===== src/verilog/stq_pkg.sv =====
package stq_pkg;

  // ==========================================================================
  // queue geometry
  // ==========================================================================
  localparam int STQ_DEPTH = 8;
  localparam int STQ_IDX_W = 3;
  localparam int STQ_CNT_W = 4;   // 0..STQ_DEPTH inclusive

  localparam int PADDR_W   = 32;
  localparam int ST_DATA_W = 32;
  localparam int DW_BYTES  = 8;
  localparam int DW_DATA_W = 64;
  localparam int DW_OFS_W  = $clog2(DW_BYTES);  // byte offset inside a doubleword

  typedef logic [STQ_IDX_W-1:0] stq_idx_t;
  typedef logic [STQ_DEPTH-1:0] stq_vec_t;
  typedef logic [PADDR_W-1:0]   paddr_t;
  typedef logic [ST_DATA_W-1:0] st_data_t;
  typedef logic [DW_DATA_W-1:0] dw_data_t;
  typedef logic [DW_BYTES-1:0]  byte_en_t;

  typedef enum logic [1:0] {
    ST_B = 2'd0,
    ST_H = 2'd1,
    ST_W = 2'd2
  } st_size_e;

  // bytes touched by a store, placed at its offset in the doubleword
  function automatic byte_en_t gen_be(st_size_e size, logic [DW_OFS_W-1:0] ofs);
    byte_en_t base;
    case (size)
      ST_B:    base = byte_en_t'(8'h01);
      ST_H:    base = byte_en_t'(8'h03);
      ST_W:    base = byte_en_t'(8'h0f);
      default: base = '0;
    endcase
    return base << ofs;
  endfunction

  // store data copied across the whole doubleword
  function automatic dw_data_t gen_dw_data(st_size_e size, st_data_t data);
    case (size)
      ST_B:    return {(DW_DATA_W / 8){data[7:0]}};
      ST_H:    return {(DW_DATA_W / 16){data[15:0]}};
      ST_W:    return {(DW_DATA_W / 32){data[31:0]}};
      default: return '0;
    endcase
  endfunction

endpackage


===== src/verilog/stq_view_if.sv =====
`timescale 1ns/1ps

interface stq_view_if;
  import stq_pkg::*;

  // per-entry status flags
  stq_vec_t valid;
  stq_vec_t addr_ok;
  stq_vec_t data_ok;
  stq_vec_t committed;

  // per-entry payload
  paddr_t   paddr [STQ_DEPTH];
  st_size_e size  [STQ_DEPTH];
  st_data_t data  [STQ_DEPTH];

  modport array (
    output valid, addr_ok, data_ok, committed,
    output paddr, size, data
  );

  modport reader (
    input valid, addr_ok, data_ok, committed,
    input paddr, size, data
  );

endinterface


===== src/verilog/stq_ptr_credit.sv =====
`timescale 1ns/1ps

module stq_ptr_credit (
  input  logic              i_clk,
  input  logic              i_reset_n,
  input  logic              i_alloc,
  input  logic              i_commit,
  input  logic              i_free,
  output stq_pkg::stq_idx_t o_tail,
  output stq_pkg::stq_idx_t o_head,
  output stq_pkg::stq_idx_t o_cmt_idx,
  output logic              o_credit_return
);
  import stq_pkg::*;

  stq_idx_t             r_tail;   // next slot to allocate
  stq_idx_t             r_head;   // oldest store
  stq_idx_t             r_cmt;    // oldest not-yet-committed store
  logic [STQ_CNT_W-1:0] r_count;
  logic                 r_credit_return;

  logic w_full;
  logic w_alloc;

  assign w_full  = (r_count == STQ_CNT_W'(STQ_DEPTH));
  assign w_alloc = i_alloc & !w_full;  // full queue drops the request

  // ==========================================================================
  // pointers
  // ==========================================================================
  always_ff @(posedge i_clk or negedge i_reset_n) begin
    if (!i_reset_n) begin
      r_tail <= '0;
      r_head <= '0;
      r_cmt  <= '0;
    end else begin
      if (w_alloc) begin
        r_tail <= r_tail + 1'b1;  // wraps at depth
      end
      if (i_free) begin
        r_head <= r_head + 1'b1;
      end
      if (i_commit) begin
        r_cmt <= r_cmt + 1'b1;
      end
    end
  end

  // occupancy, alloc and free may land on the same edge
  always_ff @(posedge i_clk or negedge i_reset_n) begin
    if (!i_reset_n) begin
      r_count <= '0;
    end else begin
      case ({w_alloc, i_free})
        2'b10:   r_count <= r_count + 1'b1;
        2'b01:   r_count <= r_count - 1'b1;
        default: r_count <= r_count;
      endcase
    end
  end

  // one credit per freed entry, the cycle after the free
  always_ff @(posedge i_clk or negedge i_reset_n) begin
    if (!i_reset_n) begin
      r_credit_return <= 1'b0;
    end else begin
      r_credit_return <= i_free;
    end
  end

  assign o_tail          = r_tail;
  assign o_head          = r_head;
  assign o_cmt_idx       = r_cmt;
  assign o_credit_return = r_credit_return;

endmodule


===== src/verilog/stq_entry_array.sv =====
`timescale 1ns/1ps

module stq_entry_array (
  input  logic              i_clk,
  input  logic              i_reset_n,
  // allocation at the tail
  input  logic              i_alloc,
  input  stq_pkg::stq_idx_t i_tail,
  // address and size
  input  logic              i_addr_valid,
  input  stq_pkg::stq_idx_t i_addr_idx,
  input  stq_pkg::paddr_t   i_addr_paddr,
  input  stq_pkg::st_size_e i_addr_size,
  // store data
  input  logic              i_data_valid,
  input  stq_pkg::stq_idx_t i_data_idx,
  input  stq_pkg::st_data_t i_data_value,
  // commit marking
  input  logic              i_commit,
  input  stq_pkg::stq_idx_t i_cmt_idx,
  // release of the head entry
  input  logic              i_free,
  input  stq_pkg::stq_idx_t i_head,
  stq_view_if.array         view
);
  import stq_pkg::*;

  stq_vec_t r_valid;
  stq_vec_t r_addr_ok;
  stq_vec_t r_data_ok;
  stq_vec_t r_committed;

  paddr_t   r_paddr [STQ_DEPTH];
  st_size_e r_size  [STQ_DEPTH];
  st_data_t r_data  [STQ_DEPTH];

  logic w_alloc;

  // tail still occupied means the queue is full
  assign w_alloc = i_alloc & !r_valid[i_tail];

  // ==========================================================================
  // status flags
  // ==========================================================================
  always_ff @(posedge i_clk or negedge i_reset_n) begin
    if (!i_reset_n) begin
      r_valid     <= '0;
      r_addr_ok   <= '0;
      r_data_ok   <= '0;
      r_committed <= '0;
    end else begin
      if (w_alloc) begin
        r_valid[i_tail]     <= 1'b1;
        r_addr_ok[i_tail]   <= 1'b0;
        r_data_ok[i_tail]   <= 1'b0;
        r_committed[i_tail] <= 1'b0;
      end
      if (i_addr_valid) begin
        r_addr_ok[i_addr_idx] <= 1'b1;
      end
      if (i_data_valid) begin
        r_data_ok[i_data_idx] <= 1'b1;
      end
      if (i_commit) begin
        r_committed[i_cmt_idx] <= 1'b1;
      end
      // head leaves, last so it wins over stray updates
      if (i_free) begin
        r_valid[i_head]     <= 1'b0;
        r_addr_ok[i_head]   <= 1'b0;
        r_data_ok[i_head]   <= 1'b0;
        r_committed[i_head] <= 1'b0;
      end
    end
  end

  // payload
  always_ff @(posedge i_clk) begin
    if (i_addr_valid) begin
      r_paddr[i_addr_idx] <= i_addr_paddr;
      r_size[i_addr_idx]  <= i_addr_size;
    end
    if (i_data_valid) begin
      r_data[i_data_idx] <= i_data_value;
    end
  end

  assign view.valid     = r_valid;
  assign view.addr_ok   = r_addr_ok;
  assign view.data_ok   = r_data_ok;
  assign view.committed = r_committed;

  for (genvar e = 0; e < STQ_DEPTH; e++) begin : g_view
    assign view.paddr[e] = r_paddr[e];
    assign view.size[e]  = r_size[e];
    assign view.data[e]  = r_data[e];
  end

endmodule


===== src/verilog/stq_fwd_search.sv =====
`timescale 1ns/1ps

module stq_fwd_search (
  stq_view_if.reader        view,
  input  stq_pkg::stq_idx_t i_head,
  input  logic              i_fwd_valid,
  input  stq_pkg::paddr_t   i_fwd_paddr,
  input  stq_pkg::byte_en_t i_fwd_be,
  output logic              o_fwd_hit,
  output stq_pkg::byte_en_t o_fwd_be,
  output stq_pkg::dw_data_t o_fwd_data,
  output logic              o_fwd_hazard
);
  import stq_pkg::*;

  byte_en_t w_be [STQ_DEPTH];  // bytes written by each entry
  stq_vec_t w_same_dw;
  stq_vec_t w_overlap;
  stq_vec_t w_match;
  stq_vec_t w_hazard;

  stq_idx_t w_idx;
  stq_idx_t w_sel;
  logic     w_found;

  // ==========================================================================
  // per-entry compare
  // ==========================================================================
  always_comb begin
    for (int e = 0; e < STQ_DEPTH; e++) begin
      w_be[e] = gen_be(view.size[e], view.paddr[e][DW_OFS_W-1:0]);
      w_same_dw[e] = (view.paddr[e][PADDR_W-1:DW_OFS_W] == i_fwd_paddr[PADDR_W-1:DW_OFS_W]);
      w_overlap[e] = |(w_be[e] & i_fwd_be);
      w_match[e] = view.valid[e] & view.addr_ok[e] & view.data_ok[e] &
                   w_same_dw[e] & w_overlap[e];
      // unknown address, or known overlap still missing data
      w_hazard[e] = view.valid[e] &
                    (!view.addr_ok[e] |
                     (w_same_dw[e] & w_overlap[e] & !view.data_ok[e]));
    end
  end

  // walk from the head, later matches are younger and win
  always_comb begin
    w_idx   = i_head;
    w_sel   = i_head;
    w_found = 1'b0;
    for (int k = 0; k < STQ_DEPTH; k++) begin
      w_idx = i_head + STQ_IDX_W'(k);
      if (w_match[w_idx]) begin
        w_sel   = w_idx;
        w_found = 1'b1;
      end
    end
  end

  assign o_fwd_hit    = i_fwd_valid & w_found;
  assign o_fwd_be     = o_fwd_hit ? (w_be[w_sel] & i_fwd_be) : '0;
  assign o_fwd_data   = gen_dw_data(view.size[w_sel], view.data[w_sel]);
  assign o_fwd_hazard = i_fwd_valid & (|w_hazard);

endmodule


===== src/verilog/stq_drain.sv =====
`timescale 1ns/1ps

module stq_drain (
  input  logic              i_clk,
  input  logic              i_reset_n,
  input  stq_pkg::stq_idx_t i_head,
  input  logic              i_wr_ready,
  stq_view_if.reader        view,
  output logic              o_free,
  output logic              o_wr_valid,
  output stq_pkg::paddr_t   o_wr_paddr,
  output stq_pkg::dw_data_t o_wr_data,
  output stq_pkg::byte_en_t o_wr_be
);
  import stq_pkg::*;

  typedef enum logic {
    DR_IDLE  = 1'b0,
    DR_WRITE = 1'b1
  } drain_state_e;

  drain_state_e r_state;

  paddr_t   r_wr_paddr;
  dw_data_t r_wr_data;
  byte_en_t r_wr_be;

  logic w_eligible;
  logic w_accept;

  // head is complete and committed
  assign w_eligible = view.valid[i_head] & view.committed[i_head] &
                      view.addr_ok[i_head] & view.data_ok[i_head];
  assign w_accept   = (r_state == DR_WRITE) & i_wr_ready;

  // ==========================================================================
  // write FSM
  // ==========================================================================
  always_ff @(posedge i_clk or negedge i_reset_n) begin
    if (!i_reset_n) begin
      r_state <= DR_IDLE;
    end else begin
      case (r_state)
        DR_IDLE:  if (w_eligible) r_state <= DR_WRITE;
        DR_WRITE: if (i_wr_ready) r_state <= DR_IDLE;  // idle one cycle after each write
        default:  r_state <= DR_IDLE;
      endcase
    end
  end

  // write fields captured on launch, held under back-pressure
  always_ff @(posedge i_clk) begin
    if ((r_state == DR_IDLE) && w_eligible) begin
      r_wr_paddr <= {view.paddr[i_head][PADDR_W-1:DW_OFS_W], {DW_OFS_W{1'b0}}};
      r_wr_data  <= gen_dw_data(view.size[i_head], view.data[i_head]);
      r_wr_be    <= gen_be(view.size[i_head], view.paddr[i_head][DW_OFS_W-1:0]);
    end
  end

  assign o_free     = w_accept;  // head advances on the accepting edge
  assign o_wr_valid = (r_state == DR_WRITE);
  assign o_wr_paddr = r_wr_paddr;
  assign o_wr_data  = r_wr_data;
  assign o_wr_be    = r_wr_be;

endmodule


===== src/verilog/stq_top.sv =====
`timescale 1ns/1ps

module stq_top (
  input  logic              i_clk,
  input  logic              i_reset_n,
  // allocation
  input  logic              i_alloc_valid,
  output stq_pkg::stq_idx_t o_alloc_idx,
  // address arrival
  input  logic              i_addr_valid,
  input  stq_pkg::stq_idx_t i_addr_idx,
  input  stq_pkg::paddr_t   i_addr_paddr,
  input  stq_pkg::st_size_e i_addr_size,
  // data arrival
  input  logic              i_data_valid,
  input  stq_pkg::stq_idx_t i_data_idx,
  input  stq_pkg::st_data_t i_data_value,
  // commit of the oldest uncommitted store
  input  logic              i_commit,
  // load lookup
  input  logic              i_fwd_valid,
  input  stq_pkg::paddr_t   i_fwd_paddr,
  input  stq_pkg::byte_en_t i_fwd_be,
  output logic              o_fwd_hit,
  output stq_pkg::byte_en_t o_fwd_be,
  output stq_pkg::dw_data_t o_fwd_data,
  output logic              o_fwd_hazard,
  // credits back to the producer
  output logic              o_credit_return,
  // cache write
  output logic              o_wr_valid,
  output stq_pkg::paddr_t   o_wr_paddr,
  output stq_pkg::dw_data_t o_wr_data,
  output stq_pkg::byte_en_t o_wr_be,
  input  logic              i_wr_ready
);
  import stq_pkg::*;

  stq_idx_t w_tail;
  stq_idx_t w_head;
  stq_idx_t w_cmt_idx;
  logic     w_free;

  stq_view_if u_view ();

  stq_ptr_credit u_ptr (
    .i_clk           (i_clk),
    .i_reset_n       (i_reset_n),
    .i_alloc         (i_alloc_valid),
    .i_commit        (i_commit),
    .i_free          (w_free),
    .o_tail          (w_tail),
    .o_head          (w_head),
    .o_cmt_idx       (w_cmt_idx),
    .o_credit_return (o_credit_return)
  );

  stq_entry_array u_array (
    .i_clk        (i_clk),
    .i_reset_n    (i_reset_n),
    .i_alloc      (i_alloc_valid),
    .i_tail       (w_tail),
    .i_addr_valid (i_addr_valid),
    .i_addr_idx   (i_addr_idx),
    .i_addr_paddr (i_addr_paddr),
    .i_addr_size  (i_addr_size),
    .i_data_valid (i_data_valid),
    .i_data_idx   (i_data_idx),
    .i_data_value (i_data_value),
    .i_commit     (i_commit),
    .i_cmt_idx    (w_cmt_idx),
    .i_free       (w_free),
    .i_head       (w_head),
    .view         (u_view.array)
  );

  stq_fwd_search u_fwd (
    .view         (u_view.reader),
    .i_head       (w_head),
    .i_fwd_valid  (i_fwd_valid),
    .i_fwd_paddr  (i_fwd_paddr),
    .i_fwd_be     (i_fwd_be),
    .o_fwd_hit    (o_fwd_hit),
    .o_fwd_be     (o_fwd_be),
    .o_fwd_data   (o_fwd_data),
    .o_fwd_hazard (o_fwd_hazard)
  );

  stq_drain u_drain (
    .i_clk      (i_clk),
    .i_reset_n  (i_reset_n),
    .i_head     (w_head),
    .i_wr_ready (i_wr_ready),
    .view       (u_view.reader),
    .o_free     (w_free),
    .o_wr_valid (o_wr_valid),
    .o_wr_paddr (o_wr_paddr),
    .o_wr_data  (o_wr_data),
    .o_wr_be    (o_wr_be)
  );

  assign o_alloc_idx = w_tail;  // new store lands at the tail

endmodule


===== config.mk =====
export PLATFORM = sky130hd
export DESIGN_NAME = stq_top
export DESIGN_NICKNAME = d
export VERILOG_FILES = /design/src/verilog/stq_pkg.sv /design/src/verilog/stq_view_if.sv /design/src/verilog/stq_ptr_credit.sv /design/src/verilog/stq_entry_array.sv /design/src/verilog/stq_fwd_search.sv /design/src/verilog/stq_drain.sv /design/src/verilog/stq_top.sv
export SDC_FILE = /design/constraint.sdc
export NUM_CORES = 1
export LEC_CHECK = 0
export BUFFER_PORTS_ARGS = -buffer_cell sky130_fd_sc_hd__buf_2
export CORE_MARGIN = 4
export CORE_UTILIZATION = 55
export CTS_BUF_LIST = sky130_fd_sc_hd__clkbuf_16
export DETAILED_ROUTE_END_ITERATION = 10
export GPL_TIMING_DRIVEN = 0
export PLACE_DENSITY = 0.88
export SYNTH_ARGS = -nofsm -noshare
export SYNTH_HDL_FRONTEND = slang
export SYNTH_HIERARCHICAL = 1
export SYNTH_SLANG_ARGS = --single-unit

===== constraint.sdc =====
create_clock -name i_clk -period 9.1 [get_ports i_clk]
set_input_delay 1.82 -clock i_clk [delete_from_list [all_inputs] [get_ports i_clk]]
set_output_delay 1.82 -clock i_clk [all_outputs]
set_load 0.03 [all_outputs]

==> metrics.cfg, run 1 <==
[layout]
final_cell_area_sq_um=41500
syn_to_final_growth_pct=15.6
drive_above_1_share_pct=28.8
fin_nets=3320

[floorplan]
num_rows=93
dieArea_sq_um=69400
start_util_pct=55.6
fp.dieH_um=264
io_pins=303
core_sq_um=64600
fp.dieW_um=264

[synthesis]
synth_commonest_cells=597 x edfxtp_1, 251 x nand2_1, 189 x xor2_1, 135 x mux4_2, 105 x nor2_1
ys_types=117
yosys_warnings=6
synth_area_leaders=edfxtp_1 50%, mux4_2 8.5%, xor2_1 4.6%
synth_area_leader_cell=edfxtp_1
yosys_register_bits=644
async_flop_share_pct=7.30
yosys_most_used_dff=edfxtp_1
avgSynthCellArea_sq_um=12.9
synth_most_common_cell=edfxtp_1
synth_area_sq_um=35900
synth.top_cell.area_share_pct=49.9
syn-instance-count=2791
synth_seq_area_share_pct=53.2
synth_enable_flop_cells=597

[setup_path]
cp-start-kind=input pin
crit_arrival_ns=7.29
worstPathCellList=buf_2 -> xor2_1 -> nor4_4 -> nand4_1 -> nor4_4 -> buf_4 -> buf_4 -> nand3_1 -> mux4_2 -> o221a_1 -> o311ai_1 -> a21oi_1 -> a21oi_1 -> clkbuf_4 -> nor2_2 -> clkbuf_2 -> a32oi_1 -> nand3_1 -> o211ai_1 -> buf_4 -> buf_2
ff2ff_path_depth=13
cp_data_required_time_ns=7.28
max_stage_delay_ns=0.51
crit_top_cell=buf_4
slowest_stage=mux4_2
end_kind=primary output
path_class=in -> out
cp_max_fo=10

[timing]
drv_slew=0
tightest_slew_ns=1.45
min_period_ns=9.11
timing.hold.ws_ns=0.537
hold_viol=0
fin_ws_ns=-0.00821
finalCritPeriodShare_pct=100
fin_tns_setup_ns=-0.0148
slew_headroom_pct=2.60
fmaxAchievable_ghz=0.110
rsz0062_at_grt=true
fin_skew_ns=0.0372
setup_viol=4

[clock_tree]
cts_max_level=3
clk_pin_slew_ns=0.06
root_buffer=clkbuf_16
cts_tree=yes
numClockSinks=644
clk_latency_ns=0.64
cts_max_path_buffers=3
cts_buffers=70
postCtsHoldBufs=0

[place]
port_buffers=262
place_hpwl_um=87700
dp_slack_ns=-0.512
place_congestion=1.03
placed_cell_area_sq_um=38700

[grt]
grt-ovfl-total=0
antenna_found_initial=22
grtUsageTotal_pct=34.5
grt_pass1_vias=27874
grt_first_pass_wirelength_um=181000
grt_max_degree=48

[detailed_routing]
drt_iter0_drc=5194
dr.pass1.iters=7
wl_per_cell_um=30.7
ant_nets=0
avgViaCountPerCell=7.15
wl_um=126000
drcViolationCount=0
vias=29246

[min_path]
hp-class=reg -> reg
min_path_cells=2

[run_status]
status=finished, violations left
violations=negative setup slack

[job]
maxCapViolations=0

cell type report:
class / count / area (sq um)
Clock buffer: 70 / 1750
Inverter: 52 / 196
Antenna cell: 18 / 45.0
Sequential cell: 644 / 19100
Tap cell: 855 / 1070
Buffer: 251 / 1520
Clock inverter: 50 / 457
Timing Repair Buffer: 309 / 1880
Fill cell: 4497 / 23000
Multi-Input combinational cell: 1843 / 15500
kinds of logic (layout without fill, tap and decap cells):
| group | after synthesis | count (layout) | synth area share, % |
|---|---|---|---|
| flops | 644 | 644 | 53.2 |
| buf+inv | 306 | 732 | 4.65 |
| fa+ha+maj | 29 | 29 | 1.01 |
| simple gates | 811 | 811 | 12.1 |
| xor+xnor | 249 | 249 | 6.11 |
| compound gates | 449 | 449 | 9.53 |
| other cells | 1 | 21 | 0.0104 |
| mux | 302 | 302 | 13.4 |
state kept, by name (all words and copies together) (netlist names):
name,count
u_ptr/o_cmt_idx,3
u_drain/o_wr_data,32
u_array/view.committed,8
u_drain/o_wr_be,8
u_ptr/o_head,3
u_ptr/o_credit_return,1
u_drain/o_wr_valid,1
u_array/view.data_ok,8
u_ptr/o_tail,3
u_drain/o_wr_paddr,29
u_array/view.valid,8
u_array/r_paddr,256
u_array/r_data,256
u_array/r_size,16
u_array/view.addr_ok,8
u_ptr/r_count,4
final timing paths:
check	from	slack (ns)	end
min in group asynchronous	i_reset_n	1.38	u_ptr/r_count[1]$_DFFE_PN0P_
worst min-delay path	u_array/view.committed[3]$_DFF_PN0_	0.54	u_array/view.committed[3]$_DFF_PN0_
worst min register to register	u_array/view.committed[3]$_DFF_PN0_	0.54	u_array/view.committed[3]$_DFF_PN0_
max in group asynchronous	i_reset_n	7.00	u_ptr/o_head[0]$_DFFE_PN0P_
worst max-delay path	i_fwd_paddr[17]	-0.008	o_fwd_data[56]
worst max register to register	u_ptr/o_head[2]$_DFFE_PN0P_	3.45	u_drain/o_wr_data[37]$_SDFFCE_PN0P_
critical path: cells and delay by family:
family,cells,cell delay [ns]
xor gates and xnor gates,1,0.22
muxes,1,0.51
buffers and inverters,7,1.64
and+or+nand+nor,6,1.57
AOI/OAI and AO/OA,6,1.50
metal layers:
layer / share of wire [%] / track usage [%] / vias to the layer above
li1: - / - / 11625
met1: 33 / 44.1 / 13927
met2: 44 / 51.4 / 2995
met3: 16 / 12.2 / 689
met4: 7.0 / 19.4 / 10
met5: 0.049 / 0 / -
repair_timing:
| item | in CTS | in global routing |
|---|---|---|
| pin swaps | 5 | 6 |
| endpoints found under the setup margin | 72 | 72 |
| resized for setup | 44 | 53 |
| buffers inserted | 12 | 10 |
through the flow:
stage | cells | util [%]
floorplan | 2793 | -
global placement | 3910 | 59.3
detailed placement | 3935 | 60.0
CTS | 4066 | 63.8
global route | 4091 | 64.3
finish | 4092 | 64.3
cells in the final DEF, fill, tap and decap left out, types with 30 or more instances in the layout:
master	instances
edfxtp_1	597
buf_2	334
nand2_1	251
xor2_1	189
mux4_2	135
buf_4	112
nand3_1	96
nor2_1	94
mux2i_1	88
mux2_2	76
a21oi_1	74
clkbuf_16	70
nand4_1	59
xnor2_1	56
inv_1	55
a32oi_1	49
o21ai_0	48
dfrtp_1	46
nor4_1	45
clkbuf_1	44
nor3_1	39
nor2b_1	30
Power of run 1 is not shown: default switching activity piles up to over one toggle a cycle in this logic, so the estimate is an artifact.
==> run 2: changes to the inputs <==
--- a/config.mk
+++ b/config.mk
@@ -6,12 +6,11 @@
 export NUM_CORES = 1
 export LEC_CHECK = 0
 export BUFFER_PORTS_ARGS = -buffer_cell sky130_fd_sc_hd__buf_2
-export CORE_MARGIN = 4
-export CORE_UTILIZATION = 55
+export CORE_UTILIZATION = 43
 export CTS_BUF_LIST = sky130_fd_sc_hd__clkbuf_16
 export DETAILED_ROUTE_END_ITERATION = 10
 export GPL_TIMING_DRIVEN = 0
-export PLACE_DENSITY = 0.88
+export PLACE_DENSITY = 0.74
 export SYNTH_ARGS = -nofsm -noshare
 export SYNTH_HDL_FRONTEND = slang
 export SYNTH_HIERARCHICAL = 1
==> constraint.sdc (replaced) <==
create_clock -name i_clk -period 9.1 [get_ports i_clk]
set_input_delay 1.82 -clock i_clk [delete_from_list [all_inputs] [get_ports i_clk]]
set_output_delay 1.82 -clock i_clk [all_outputs]
set_load 0.1 [all_outputs]
==> run 2 against run 1 <==
  * The flow still finishes with violations (negative setup slack)
  * Wire length down 2.2%
  * Die area up 22%
  * Cell area up 2.2%
  * Global-route usage down 6.4 points
  * First-iteration DRC count down 24%
  * Worst hold slack worse by 0.015 ns
  * Count of clock-buffer cells in the layout unchanged
  * Sequential cell count unchanged
  * Register-to-register slack worse by 0.29 ns
  * Via count down 5.2%
  * Critical path type unchanged
  * Critical endpoint is now o_fwd_data[62]
==> metrics.cfg, run 2 (synthesized netlist as in run 1, its figures left out) <==
[run_status]
status=finished, violations left
violations=negative setup slack

[grt]
grt-ovfl-total=0
grt_max_degree=48
met3_usage_pct=6.62
grt-busiest-layer=met2
grt_pass1_vias=25904
grt.met1_usage_pct=39.0
grtUsageTotal_pct=28.1
antenna_found_initial=21
grt_first_pass_wirelength_um=176000
met2_usage_pct=42.3

[setup_path]
slowest_stage=nor2_1
end_kind=primary output
cp-start-kind=input pin
cp_data_required_time_ns=7.28
cp_max_fo=10
reg2reg_from=u_ptr/o_head[1]$_DFFE_PN0P_
crit_top_cell=buf_4
critPathBufInv=7
crit_path_start=i_fwd_paddr[17]
cp_top_family=simple AND/OR/NAND/NOR gates
worstPathCellList=buf_2 -> xor2_1 -> nor4_2 -> nand4_1 -> nor4_4 -> buf_4 -> buf_4 -> nand3_4 -> o2bb2a_1 -> o211a_2 -> a2111oi_4 -> o21ai_4 -> xnor2_4 -> buf_6 -> nor2_1 -> clkbuf_2 -> a32oi_1 -> nand4_1 -> o211ai_1 -> buf_4 -> buf_6
path_class=in -> out
crit_arrival_ns=7.29
max_stage_delay_ns=0.55

[clock_tree]
cts_tree=yes
cts_max_level=3
cts_buffers=70
root_buffer=clkbuf_16
numClockSinks=644
clk_latency_ns=0.63
clk_pin_slew_ns=0.06
cts_max_path_buffers=3

[layout]
syn_to_final_growth_pct=18.2
utilization_pct=51.6
final_common_cell=edfxtp_1
fin_nets=3338
layout.cells.non_filler=4332
final_cell_mix=597 x edfxtp_1, 286 x buf_2, 250 x nand2_1
drive_above_1_share_pct=30.3

[timing]
min_period_ns=9.11
fin_ws_ns=-0.00620
hold_viol=0
timing.hold.ws_ns=0.521
fmaxAchievable_ghz=0.110
slew_headroom_pct=23.9
drv_slew=0
tightest_slew_ns=1.14
setup_viol=1
finalCritPeriodShare_pct=100
fin_skew_ns=0.0410

[detailed_routing]
drcViolationCount=0
wl_um=123000
wl_per_cell_um=28.4
dr.pass1.iters=8
ant_nets=0
drt_iter0_drc=3942
vias=27736
avgViaCountPerCell=6.40

[place]
port_buffers=262
place_hpwl_um=89900
place_congestion=1.02
dp_slack_ns=-0.972
place_inst=4155

[floorplan]
io_pins=303
num_rows=105
start_util_pct=43.6
core_sq_um=82400
fp.dieW_um=291
fp.dieH_um=291
dieArea_sq_um=84700

[min_path]
hp-class=reg -> reg
worstHoldStart=u_array/view.committed[2]$_DFF_PN0_

[job]
maxCapViolations=0

-- run 2: changes by cell type in the layout (fill, tap and decap cells not counted), sizes merged, moves of 3 or more --
cell,previous run,this run
clkinvlp,0,7
buf,494,497
clkbuf,136,150
inv,72,63
clkinv,26,35
-- run 2: area by class of cell --
type                    instances  area, sq um
diodes                         16         40.0
plain buffers                 252         1580
clock buffers                  70         1750
clock inverters                59          543
fillers                      6930        39900
inverters                      52          196
multi-input cells            1844        15700
flip-flops and latches        644        19100
well taps                    1070         1340
repair buffers                325         2200
-- run 2: path summary, 6_finish.rpt --
path	depth (start not counted)	endpoint	slack, ns
worst min-delay path	2	u_array/view.committed[2]$_DFF_PN0_	0.52
worst min register to register	2	u_array/view.committed[2]$_DFF_PN0_	0.52
worst max-delay path	21	o_fwd_data[62]	-0.006
min in group asynchronous	1	u_ptr/r_count[2]$_DFFE_PN0P_	1.38
max in group asynchronous	1	u_ptr/o_head[0]$_DFFE_PN0P_	6.99
worst max register to register	12	u_drain/o_wr_data[39]$_SDFFCE_PN0P_	3.16
-- run 2: per-stage QoR --
stage	instance area, sq um	setup TNS (ns)
after floorplan	36000	-0.599
after global placement	38700	-384.35
after detailed placement	39200	-43.27
after CTS	42000	-0.0733
after global routing	42500	-0.362
final	42500	-0.00620
-- run 2: metal layers --
metal / part of all wire [%] / up-vias
li1: - / 11648
met1: 38 / 13655
met2: 44 / 2076
met3: 13 / 347
met4: 4.4 / 10
met5: 0.052 / -
-- run 2: worst register-to-register path, stage by stage (launching register included) --
cell	delay, ns
dfrtp_1	0.63
buf_2	0.41
buf_1	0.62
clkbuf_1	0.86
mux4_2	0.43
mux2i_1	0.58
inv_1	0.16
ha_1	0.23
clkbuf_1	0.22
or2_2	0.34
buf_1	0.21
o21ai_0	0.85
nor2b_1	0.12
-- run 2: timing repair --
action | 4_1_cts | 5_1_grt
gates resized for setup | 85 | 76
buffers inserted | 16 | 17
pin swaps | 7 | 17
setup endpoints to repair | 72 | 72
hold buffers | 0 | 0
gates cloned | 0 | 1
hold endpoints to repair | 0 | 0
Power of run 2 is left out for the same reason.
